`config.mk`:
```
export PLATFORM = sky130hd
export DESIGN_NAME = rv_decode
export DESIGN_NICKNAME = d
export VERILOG_FILES = /design/src/rv_isa_pkg.sv /design/src/rv_ctrl_pkg.sv /design/src/rv_decode_reg.sv /design/src/rv_class_decode.sv /design/src/rv_imm_gen.sv /design/src/rv_sys_decode.sv /design/src/rv_decode.sv
export SDC_FILE = /design/constraint.sdc
export NUM_CORES = 1
export LEC_CHECK = 0
export BUFFER_PORTS_ARGS = -buffer_cell sky130_fd_sc_hd__buf_2
export CORE_ASPECT_RATIO = 0.8
export CORE_MARGIN = 3
export CORE_UTILIZATION = 43
export DETAILED_ROUTE_END_ITERATION = 10
export PLACE_DENSITY = 0.8
export SLEW_MARGIN = 40
export SYNTH_ARGS = -nofsm -noshare
export SYNTH_HDL_FRONTEND = slang
export SYNTH_SLANG_ARGS = --single-unit
```
`constraint.sdc`:
```
create_clock -name i_clk -period 2.24 [get_ports i_clk]
set_input_delay 0.336 -clock i_clk [delete_from_list [all_inputs] [get_ports i_clk]]
set_output_delay 0.336 -clock i_clk [all_outputs]
set_load 0.01 [all_outputs]
```
`src/rv_isa_pkg.sv`:
```
`default_nettype none

package rv_isa_pkg;

    typedef logic [31:0] instr_t;
    typedef logic [4:0]  reg_idx_t;
    typedef logic [2:0]  funct3_t;
    typedef logic [31:0] imm_t;
    typedef logic [11:0] csr_idx_t;

    // major opcode, word bits 6..2
    typedef logic [4:0]  opc_t;

    localparam opc_t opc_load   = 5'b00000;
    localparam opc_t opc_op_imm = 5'b00100;
    localparam opc_t opc_auipc  = 5'b00101;
    localparam opc_t opc_store  = 5'b01000;
    localparam opc_t opc_op     = 5'b01100;
    localparam opc_t opc_lui    = 5'b01101;
    localparam opc_t opc_branch = 5'b11000;
    localparam opc_t opc_jalr   = 5'b11001;
    localparam opc_t opc_jal    = 5'b11011;
    localparam opc_t opc_system = 5'b11100;

    // low two bits of any 32-bit encoding
    localparam logic [1:0] opc_full = 2'b11;

    localparam funct3_t f3_zero = 3'b000;
    localparam funct3_t f3_sll  = 3'b001;
    localparam funct3_t f3_slt  = 3'b010;
    localparam funct3_t f3_sltu = 3'b011;
    localparam funct3_t f3_xor  = 3'b100;
    localparam funct3_t f3_sr   = 3'b101;
    localparam funct3_t f3_or   = 3'b110;
    localparam funct3_t f3_and  = 3'b111;

    localparam logic [11:0] f12_ecall  = 12'h000;
    localparam logic [11:0] f12_ebreak = 12'h001;
    localparam logic [11:0] f12_mret   = 12'h302;

endpackage

`default_nettype wire

```
`src/rv_ctrl_pkg.sv`:
```
`default_nettype none

package rv_ctrl_pkg;

    // alu result select, at most one bit set
    typedef logic [3:0] alu_res_t;

    localparam int res_cmp   = 0;
    localparam int res_bits  = 1;
    localparam int res_shift = 2;
    localparam int res_arith = 3;

    // second alu operand: register, I/S/U immediate or J/B immediate
    typedef logic [2:0] op2_src_t;

    localparam int op2_r = 0;
    localparam int op2_i = 1;
    localparam int op2_j = 2;

    // register write-back source
    typedef logic [2:0] res_src_t;

    localparam int src_alu     = 0;
    localparam int src_pc_next = 1;
    localparam int src_mem     = 2;

endpackage

`default_nettype wire

```
`src/rv_decode_reg.sv`:
```
`default_nettype none

module rv_decode_reg
#(
    parameter int iaddr_bits = 32
)
(
    input  wire                     i_clk,
    input  wire                     i_arst_n,
    input  wire                     i_stall,
    input  wire                     i_flush,
    input  wire                     i_ready,
    input  wire rv_isa_pkg::instr_t i_instruction,
    input  wire [iaddr_bits-1:1]    i_pc,
    output rv_isa_pkg::instr_t      o_instr,
    output logic                    o_valid,
    output logic [iaddr_bits-1:1]   o_pc,
    output logic [iaddr_bits-1:1]   o_pc_next
);

    rv_isa_pkg::instr_t instr_in;

    // empty slot enters as a zero word
    assign instr_in = i_ready ? i_instruction : '0;

    always_ff @(posedge i_clk or negedge i_arst_n)
    begin
        if (!i_arst_n)
        begin
            o_instr <= '0;
            o_valid <= 1'b0;
            o_pc    <= '0;
        end
        else if (i_flush)
        begin
            o_instr <= '0;
            o_valid <= 1'b0;
        end
        else if (!i_stall)
        begin
            o_instr <= instr_in;
            o_valid <= i_ready;
            o_pc    <= i_pc;
        end
    end

    // no compressed words, so always two halfwords ahead
    assign o_pc_next = o_pc + (iaddr_bits-1)'(2);

    // decoders rely on a zero word whenever the slot is empty
    empty_slot_zero: assert property (
        @(posedge i_clk) disable iff (!i_arst_n)
        !o_valid |-> (o_instr == '0)
    ) else $error("empty slot holds a nonzero word");

endmodule

`default_nettype wire

```
`src/rv_class_decode.sv`:
```
`default_nettype none

module rv_class_decode
#(
    parameter bit ext_m     = 1'b1,
    parameter bit ext_zicsr = 1'b1
)
(
    input  wire rv_isa_pkg::instr_t  i_instr,
    input  wire                      i_valid,
    input  wire                      i_sys_legal,
    output rv_isa_pkg::reg_idx_t     o_rd,
    output rv_isa_pkg::reg_idx_t     o_rs1,
    output rv_isa_pkg::reg_idx_t     o_rs2,
    output rv_isa_pkg::funct3_t      o_funct3,
    output rv_ctrl_pkg::alu_res_t    o_alu_res,
    output rv_ctrl_pkg::op2_src_t    o_op2_src,
    output rv_ctrl_pkg::res_src_t    o_res_src,
    output logic                     o_op1_src,
    output logic                     o_alu_add_override,
    output logic                     o_alu_op1_inv,
    output logic                     o_alu_op2_inv,
    output logic                     o_alu_group_mux,
    output logic                     o_alu_div_mux,
    output logic                     o_reg_write,
    output logic                     o_supported,
    output logic                     o_inst_jal,
    output logic                     o_inst_jalr,
    output logic                     o_inst_branch,
    output logic                     o_inst_store,
    output logic                     o_is_system,
    output logic                     o_sel_u,
    output logic                     o_sel_s,
    output logic                     o_sel_j
);

    rv_isa_pkg::opc_t    opc;
    rv_isa_pkg::funct3_t f3;
    logic full;
    logic m_bit;
    logic alt_bit;
    logic grp_load, grp_ari, grp_store, grp_arr, grp_mul, grp_branch, grp_sys;
    logic auipc, lui, jal, jalr;
    logic slti, sltiu, xori, ori, andi, slli, srli, srai;
    logic add, sub, sll, slt, sltu, xor_r, srl, sra, or_r, and_r;

    assign opc     = i_instr[6:2];
    assign f3      = i_instr[14:12];
    assign full    = (i_instr[1:0] == rv_isa_pkg::opc_full);
    // funct7 bit 0 marks the M group, bit 5 sub/sra
    assign m_bit   = i_instr[25];
    assign alt_bit = i_instr[30];

    assign grp_load   = full & (opc == rv_isa_pkg::opc_load);
    assign grp_ari    = full & (opc == rv_isa_pkg::opc_op_imm);
    assign grp_store  = full & (opc == rv_isa_pkg::opc_store);
    assign grp_arr    = full & (opc == rv_isa_pkg::opc_op) & !m_bit;
    assign grp_mul    = full & (opc == rv_isa_pkg::opc_op) & m_bit & ext_m;
    assign grp_branch = full & (opc == rv_isa_pkg::opc_branch);
    assign grp_sys    = full & (opc == rv_isa_pkg::opc_system);
    assign auipc      = full & (opc == rv_isa_pkg::opc_auipc);
    assign lui        = full & (opc == rv_isa_pkg::opc_lui);
    assign jal        = full & (opc == rv_isa_pkg::opc_jal);
    assign jalr       = full & (opc == rv_isa_pkg::opc_jalr) & (f3 == rv_isa_pkg::f3_zero);

    assign slti  = grp_ari & (f3 == rv_isa_pkg::f3_slt);
    assign sltiu = grp_ari & (f3 == rv_isa_pkg::f3_sltu);
    assign xori  = grp_ari & (f3 == rv_isa_pkg::f3_xor);
    assign ori   = grp_ari & (f3 == rv_isa_pkg::f3_or);
    assign andi  = grp_ari & (f3 == rv_isa_pkg::f3_and);
    assign slli  = grp_ari & (f3 == rv_isa_pkg::f3_sll);
    assign srli  = grp_ari & (f3 == rv_isa_pkg::f3_sr) & !alt_bit;
    assign srai  = grp_ari & (f3 == rv_isa_pkg::f3_sr) & alt_bit;

    assign add   = grp_arr & (f3 == rv_isa_pkg::f3_zero) & !alt_bit;
    assign sub   = grp_arr & (f3 == rv_isa_pkg::f3_zero) & alt_bit;
    assign sll   = grp_arr & (f3 == rv_isa_pkg::f3_sll);
    assign slt   = grp_arr & (f3 == rv_isa_pkg::f3_slt);
    assign sltu  = grp_arr & (f3 == rv_isa_pkg::f3_sltu);
    assign xor_r = grp_arr & (f3 == rv_isa_pkg::f3_xor);
    assign srl   = grp_arr & (f3 == rv_isa_pkg::f3_sr) & !alt_bit;
    assign sra   = grp_arr & (f3 == rv_isa_pkg::f3_sr) & alt_bit;
    assign or_r  = grp_arr & (f3 == rv_isa_pkg::f3_or);
    assign and_r = grp_arr & (f3 == rv_isa_pkg::f3_and);

    assign o_rd     = i_instr[11:7];
    assign o_rs1    = lui ? '0 : i_instr[19:15];
    assign o_rs2    = i_instr[24:20];
    assign o_funct3 = f3;

    always_comb
    begin
        o_alu_res = '0;
        o_alu_res[rv_ctrl_pkg::res_cmp]   = |{grp_branch, slti, sltiu, slt, sltu};
        o_alu_res[rv_ctrl_pkg::res_bits]  = |{andi, and_r, ori, or_r, xori, xor_r};
        o_alu_res[rv_ctrl_pkg::res_shift] = |{slli, sll, srli, srl, srai, sra};
        o_alu_res[rv_ctrl_pkg::res_arith] = |{add, sub, grp_load, grp_store};

        o_op2_src = '0;
        o_op2_src[rv_ctrl_pkg::op2_j] = jal;
        o_op2_src[rv_ctrl_pkg::op2_i] = |{jalr, grp_load, grp_ari, lui, auipc, grp_store};
        o_op2_src[rv_ctrl_pkg::op2_r] =
            !(|{jal, jalr, grp_load, grp_ari, lui, auipc, grp_store});

        o_res_src = '0;
        o_res_src[rv_ctrl_pkg::src_mem]     = grp_load;
        o_res_src[rv_ctrl_pkg::src_pc_next] = jal | jalr;
        o_res_src[rv_ctrl_pkg::src_alu]     = !(grp_load | jal | jalr);
    end

    // compares subtract, so op2 is inverted for them
    always_comb
    begin
        if (grp_branch | slti | sltiu | slt | sltu | sra | srai)
            o_alu_op2_inv = 1'b1;
        else if (lui | auipc | jal | grp_load | grp_store | grp_ari)
            o_alu_op2_inv = 1'b0;
        else
            o_alu_op2_inv = alt_bit;
    end

    assign o_op1_src          = auipc | jal;
    assign o_alu_add_override = |{lui, auipc, jal, grp_load, grp_store};
    assign o_alu_op1_inv      = grp_branch & f3[0];
    assign o_alu_group_mux    = grp_mul;
    assign o_alu_div_mux      = grp_mul & f3[2];

    // without Zicsr only ecall/ebreak remain in the system class
    assign o_reg_write = full & !(grp_branch | grp_store) & !(grp_sys & !ext_zicsr);

    // an empty slot counts as supported
    assign o_supported = !i_valid | grp_load | grp_arr | grp_mul | auipc | grp_store |
                         grp_ari | lui | grp_branch | jalr | jal | i_sys_legal;

    assign o_inst_jal    = jal;
    assign o_inst_jalr   = jalr;
    assign o_inst_branch = grp_branch;
    assign o_inst_store  = grp_store;
    assign o_is_system   = grp_sys;

    assign o_sel_u = lui | auipc;
    assign o_sel_s = grp_store;
    assign o_sel_j = jal;

    always_comb
    begin
        assert final ($onehot0(o_alu_res))
        else $error("more than one alu result selected");
        assert final ($onehot(o_res_src))
        else $error("write-back source not one-hot");
    end

endmodule

`default_nettype wire

```
`src/rv_imm_gen.sv`:
```
`default_nettype none

module rv_imm_gen
(
    input  wire rv_isa_pkg::instr_t i_instr,
    input  wire                     i_sel_u,
    input  wire                     i_sel_s,
    input  wire                     i_sel_j,
    output rv_isa_pkg::imm_t        o_imm_i,
    output rv_isa_pkg::imm_t        o_imm_j
);

    rv_isa_pkg::imm_t imm_i;
    rv_isa_pkg::imm_t imm_s;
    rv_isa_pkg::imm_t imm_b;
    rv_isa_pkg::imm_t imm_u;
    rv_isa_pkg::imm_t imm_j;

    assign imm_i = {{21{i_instr[31]}}, i_instr[30:20]};
    assign imm_s = {{21{i_instr[31]}}, i_instr[30:25], i_instr[11:7]};
    assign imm_u = {i_instr[31:12], 12'b0};

    // branch and jump offsets are halfword aligned
    assign imm_b = {{20{i_instr[31]}}, i_instr[7], i_instr[30:25],
                    i_instr[11:8], 1'b0};
    assign imm_j = {{12{i_instr[31]}}, i_instr[19:12], i_instr[20],
                    i_instr[30:21], 1'b0};

    always_comb
    begin
        if (i_sel_u)
            o_imm_i = imm_u;
        else if (i_sel_s)
            o_imm_i = imm_s;
        else
            o_imm_i = imm_i;
    end

    assign o_imm_j = i_sel_j ? imm_j : imm_b;

endmodule

`default_nettype wire

```
`src/rv_sys_decode.sv`:
```
`default_nettype none

module rv_sys_decode
#(
    parameter bit ext_zicsr = 1'b1
)
(
    input  wire rv_isa_pkg::instr_t i_instr,
    input  wire                     i_is_system,
    input  wire                     i_stall,
    output rv_isa_pkg::csr_idx_t    o_csr_idx,
    output rv_isa_pkg::reg_idx_t    o_csr_imm,
    output logic                    o_csr_imm_sel,
    output logic                    o_csr_write,
    output logic                    o_csr_set,
    output logic                    o_csr_clear,
    output logic                    o_csr_read,
    output logic                    o_csr_req,
    output logic                    o_ebreak,
    output logic                    o_mret,
    output logic                    o_sys_legal
);

    rv_isa_pkg::funct3_t f3;
    logic [11:0] f12;
    logic priv;
    logic ecall;
    logic ebreak;
    logic mret;

    assign f3  = i_instr[14:12];
    assign f12 = i_instr[31:20];

    // funct3 zero selects the privileged group
    assign priv   = i_is_system & (f3 == rv_isa_pkg::f3_zero);
    assign ecall  = priv & (f12 == rv_isa_pkg::f12_ecall);
    assign ebreak = priv & (f12 == rv_isa_pkg::f12_ebreak);
    assign mret   = priv & (f12 == rv_isa_pkg::f12_mret) & ext_zicsr;

    assign o_csr_req = i_is_system & (f3 != rv_isa_pkg::f3_zero) & ext_zicsr;

    assign o_csr_idx     = f12;
    assign o_csr_imm     = i_instr[19:15];
    assign o_csr_imm_sel = f3[2];
    assign o_csr_read    = o_csr_req;

    // side effects must not fire twice while the stage is held
    assign o_csr_write = o_csr_req & (f3[1:0] == 2'b01) & !i_stall;
    assign o_csr_set   = o_csr_req & (f3[1:0] == 2'b10) & !i_stall;
    assign o_csr_clear = o_csr_req & (f3[1:0] == 2'b11) & !i_stall;

    assign o_ebreak    = ebreak;
    assign o_mret      = mret;
    assign o_sys_legal = ecall | ebreak | mret | o_csr_req;

    // is_system comes from the class decoder
    always_comb
    begin
        assert final ($onehot0({o_csr_write, o_csr_set, o_csr_clear}) &&
                      (!o_csr_req ||
                       i_instr[6:0] == {rv_isa_pkg::opc_system, rv_isa_pkg::opc_full}))
        else $error("csr pulses overlap or come from a non-system word");
    end

endmodule

`default_nettype wire

```
`src/rv_decode.sv`:
```
`default_nettype none

module rv_decode
#(
    parameter int iaddr_bits = 32,
    parameter bit ext_m      = 1'b1,
    parameter bit ext_zicsr  = 1'b1
)
(
    input  wire                     i_clk,
    input  wire                     i_arst_n,
    input  wire                     i_stall,
    input  wire                     i_flush,
    input  wire                     i_ready,
    input  wire rv_isa_pkg::instr_t i_instruction,
    input  wire [iaddr_bits-1:1]    i_pc,
    output logic [iaddr_bits-1:1]   o_pc,
    output logic [iaddr_bits-1:1]   o_pc_next,
    output rv_isa_pkg::reg_idx_t    o_rd,
    output rv_isa_pkg::reg_idx_t    o_rs1,
    output rv_isa_pkg::reg_idx_t    o_rs2,
    output rv_isa_pkg::funct3_t     o_funct3,
    output rv_isa_pkg::imm_t        o_imm_i,
    output rv_isa_pkg::imm_t        o_imm_j,
    output rv_ctrl_pkg::alu_res_t   o_alu_res,
    output rv_ctrl_pkg::op2_src_t   o_op2_src,
    output rv_ctrl_pkg::res_src_t   o_res_src,
    output logic                    o_op1_src,
    output logic                    o_alu_add_override,
    output logic                    o_alu_op1_inv,
    output logic                    o_alu_op2_inv,
    output logic                    o_alu_group_mux,
    output logic                    o_alu_div_mux,
    output logic                    o_reg_write,
    output logic                    o_supported,
    output logic                    o_inst_jal,
    output logic                    o_inst_jalr,
    output logic                    o_inst_branch,
    output logic                    o_inst_store,
    output rv_isa_pkg::csr_idx_t    o_csr_idx,
    output rv_isa_pkg::reg_idx_t    o_csr_imm,
    output logic                    o_csr_imm_sel,
    output logic                    o_csr_write,
    output logic                    o_csr_set,
    output logic                    o_csr_clear,
    output logic                    o_csr_read,
    output logic                    o_csr_req,
    output logic                    o_ebreak,
    output logic                    o_mret
);

    rv_isa_pkg::instr_t instr;
    logic valid;
    logic is_system;
    logic sys_legal;
    logic sel_u;
    logic sel_s;
    logic sel_j;

    rv_decode_reg
    #(
        .iaddr_bits         (iaddr_bits)
    )
    u_reg
    (
        .i_clk              (i_clk),
        .i_arst_n           (i_arst_n),
        .i_stall            (i_stall),
        .i_flush            (i_flush),
        .i_ready            (i_ready),
        .i_instruction      (i_instruction),
        .i_pc               (i_pc),
        .o_instr            (instr),
        .o_valid            (valid),
        .o_pc               (o_pc),
        .o_pc_next          (o_pc_next)
    );

    rv_class_decode
    #(
        .ext_m              (ext_m),
        .ext_zicsr          (ext_zicsr)
    )
    u_class
    (
        .i_instr            (instr),
        .i_valid            (valid),
        .i_sys_legal        (sys_legal),
        .o_rd               (o_rd),
        .o_rs1              (o_rs1),
        .o_rs2              (o_rs2),
        .o_funct3           (o_funct3),
        .o_alu_res          (o_alu_res),
        .o_op2_src          (o_op2_src),
        .o_res_src          (o_res_src),
        .o_op1_src          (o_op1_src),
        .o_alu_add_override (o_alu_add_override),
        .o_alu_op1_inv      (o_alu_op1_inv),
        .o_alu_op2_inv      (o_alu_op2_inv),
        .o_alu_group_mux    (o_alu_group_mux),
        .o_alu_div_mux      (o_alu_div_mux),
        .o_reg_write        (o_reg_write),
        .o_supported        (o_supported),
        .o_inst_jal         (o_inst_jal),
        .o_inst_jalr        (o_inst_jalr),
        .o_inst_branch      (o_inst_branch),
        .o_inst_store       (o_inst_store),
        .o_is_system        (is_system),
        .o_sel_u            (sel_u),
        .o_sel_s            (sel_s),
        .o_sel_j            (sel_j)
    );

    rv_imm_gen
    u_imm
    (
        .i_instr            (instr),
        .i_sel_u            (sel_u),
        .i_sel_s            (sel_s),
        .i_sel_j            (sel_j),
        .o_imm_i            (o_imm_i),
        .o_imm_j            (o_imm_j)
    );

    rv_sys_decode
    #(
        .ext_zicsr          (ext_zicsr)
    )
    u_sys
    (
        .i_instr            (instr),
        .i_is_system        (is_system),
        .i_stall            (i_stall),
        .o_csr_idx          (o_csr_idx),
        .o_csr_imm          (o_csr_imm),
        .o_csr_imm_sel      (o_csr_imm_sel),
        .o_csr_write        (o_csr_write),
        .o_csr_set          (o_csr_set),
        .o_csr_clear        (o_csr_clear),
        .o_csr_read         (o_csr_read),
        .o_csr_req          (o_csr_req),
        .o_ebreak           (o_ebreak),
        .o_mret             (o_mret),
        .o_sys_legal        (sys_legal)
    );

endmodule

`default_nettype wire

```
==> flow_summary.toml <==
[outcome]
status = "complete, but fails checks"
failed_checks = "setup timing"

[worst_setup_path]
r2r_end = "u_reg.o_instr[12]"
rr_worst_depth = 2
rrSetupSlack_ns = 1.24
end_kind = "primary output"
worst-endpoint-arrival_ns = 2.09
crit_chain = "nand4_1, or4_4, nor3b_2, xor2_1, buf_2"
critical_path.max_stage_delay_ns = 0.65
critPathSlowestCell = "or4_4"
critical_path_peak_fanout = 5
cp_num_buf_inv = 1
cp_data_required_time_ns = 1.90
critPathKind = "reg2out"
crit_family = "simple AND/OR/NAND/NOR gates"
start_kind = "flop"
reg2reg_from = "u_reg.o_instr[12]"

[final_layout]
diodes = 0
drive_gt1_frac = 0.621
syn_to_final_growth_pct = 47.3
fin_nets = 731
finish.utilization = 0.669

[timing]
max_freq_ghz = 0.412
whs_ns = 0.0457
worst_slack_ns = -0.187
grt_setup_unrepaired = "true"
tightest_slew_ns = 0.674
fin_crit_sh = 1.08
slew_violations = 0
maxSlewHeadroom = 0.551
finalClockSkew_ns = 0
hold_viol_final = 0
finalSetupViolations = 11
min_period_ns = 2.43

[synth]
ys_warn_count = 0
ys_seq_area_frac = 0.381
synth_cell_types = 48
async_reset_ff_frac = 1.00
synth_area_mm2 = 0.00421
ys.flop_type = "dfrtp_1"
postSynthCellCount = 425
ys_ff_latch = 64
syn_nets = 494
synth_edf_count = 0
syn_area_per_cell_um2 = 9.90

[grt]
antenna_found_initial = 0
grt_pass1_wl_um = 20900
grt_pass1_vias = 3958
grt_max_degree = 37
grt_overflow_total = 0
track_usage = 0.241

[clock_tree]
clock-root-buffer = "clkbuf_16"
tritoncts = "built"
clockBufferDepth = 2
htree_levels = 3
clkSinkCount = 64
clkTransAtPathRegs_ns = 0.05
cts_buffers = 9
clk_latency_ns = 0.32

[route]
drtPass1Iterations = 4
drt_iter0_markers = 230
wl_met3_um = 930
post_drt_wl_per_cell_um = 18.5
drcViolationCount = 0
totalWireLength_um = 14400
post_drt_via_cell_ratio = 5.36
wl_met2_um = 7510
ant_nets = 0
top_layer = "met4"
wl_met1_um = 5760
vias = 4188

[pwr]
power_density_mw_per_mm2 = 634
leakage_uw = 0.00344
cellInternalPower_uw = 2780
p_clk_frac = 0.402
ir_worst_vdd_mv = 0.450
power_switching_uw = 1150
power_frac_seq = 0.363
p_comb_frac = 0.235
swShare = 0.293

[place]
dp_hpwl_um = 10300
gp_congestion = 0.909
numPortBuffers = 257

[die]
ios = 259
core_mm2 = 0.00927
initial_utilization = 0.454
rows = 31
fp.dieH_um = 94.5
dieArea_mm2 = 0.0110
die_w_um = 117

[min_path]
hold_path.class = "in2async"

[flow_run]
maxCapViolations = 0
-- state kept, by name, summed over array words and instances, names as in the netlist --
| signal | cells |
|---|---|
| u_reg.o_instr | 32 |
| u_reg.o_pc | 31 |
| u_reg.o_valid | 1 |
-- synthesized netlist by cell type, types with 11 or more instances --
master | instances | share of area
dfrtp_1 | 64 | 0.38
nor2_1 | 23 | 0.021
a22o_1 | 32 | 0.067
nand2_1 | 19 | 0.017
nand3_1 | 17 | 0.020
xnor2_1 | 17 | 0.035
nor2b_1 | 11 | 0.016
clkbuf_1 | 22 | 0.020
a21o_1 | 30 | 0.054
mux2_2 | 33 | 0.088
xor2_1 | 13 | 0.027
buf_4 | 54 | 0.096
-- per-stage QoR --
stage	std cells	cell area, um^2	setup slack, ns	total power (uW)	TNS, ns
floorplan	425	4210	0.00824	1870	0
global placement	750	5410	0.0898	2250	0
detailed placement	750	5410	0.0141	2280	0
CTS	773	5890	-0.161	3890	-1.39
global route	782	6200	-0.281	4100	-3.22
finish	782	6200	-0.187	3930	-1.28
-- worst max path at each step --
stage                     slack (ns)  depth (start not counted)             to           from
after floorplan                0.008                          6  o_pc_next[26]  u_reg.o_pc[3]
after global placement          0.09                          5  o_pc_next[26]  u_reg.o_pc[5]
after detailed placement        0.01                          5  o_pc_next[28]  u_reg.o_pc[5]
after CTS                      -0.16                          5  o_pc_next[27]  u_reg.o_pc[6]
after global routing           -0.28                          5  o_pc_next[27]  u_reg.o_pc[8]
final                          -0.19                          5  o_pc_next[27]  u_reg.o_pc[4]
-- layout by cell type, fill, tap and decap left out, types with 3 or more instances in the layout --
master and n:
xor2_1 12, clkbuf_16 9, nor3_1 5, mux2_2 28, clkbuf_8 3, a22o_1 32
nor3_2 5, dfrtp_1 53, xnor2_1 16, nand3_2 4, and2_1 9, nor4_2 4
nor2b_1 9, nand3_4 3, buf_6 11, mux2i_1 5, nand4_1 5, buf_4 43
nand2_1 18, a21o_1 30, nor2_1 20, dfrtp_2 11, nand3_1 11, and3_1 3
buf_2 253, o21ai_0 3, inv_1 5, nor3_4 4, mux2_4 5, nor4_4 3
-- what timing repair did --
| item | in CTS | in global routing |
|---|---|---|
| endpoints found under the setup margin | 44 | 70 |
| buffers inserted | 7 | 9 |
| cloned | 0 | 1 |
| pin swaps | 18 | 10 |
| hold buffers | 0 | 0 |
| resized for setup | 19 | 47 |
-- worst reg2reg max path, stage by stage (launching register included) --
cell	delay, ns
dfrtp_1	0.48
buf_4	0.20
a22o_1	0.20
-- power groups by stage --
stage	combinational [uW]	clock, uW	sequential [uW]
finish	923	1580	1430
global placement	833	0	1410
global route	988	1670	1450
detailed placement	851	0	1430
floorplan	431	0	1440
CTS	876	1610	1410
-- per-layer routing --
metal	global-route usage	up-vias
li1	-	1926
met1	0.305	2070
met2	0.410	170
met3	0.0570	22
met4	0.0716	0
met5	0	-
-- logic make-up (layout without fill, tap and decap cells) --
family | Yosys count | count (layout) | synth area share
xor+xnor | 30 | 30 | 0.0624
other cells | 1 | 1 | 0.000891
buf+inv | 87 | 329 | 0.127
mux | 38 | 38 | 0.100
fa+ha+maj | 1 | 1 | 0.00297
flops | 64 | 64 | 0.381
compound gates | 76 | 76 | 0.142
simple gates | 128 | 128 | 0.183
-- final cells by class --
type	count	area (um^2)
fill	747	3070
multi-input combinational	274	2340
timing repair buffer	308	1730
sequential	64	1620
clock buffer	12	267
tap	115	144
clock inverter	4	75.1
inverter	5	18.8
Power figures use the tool's default switching activity.
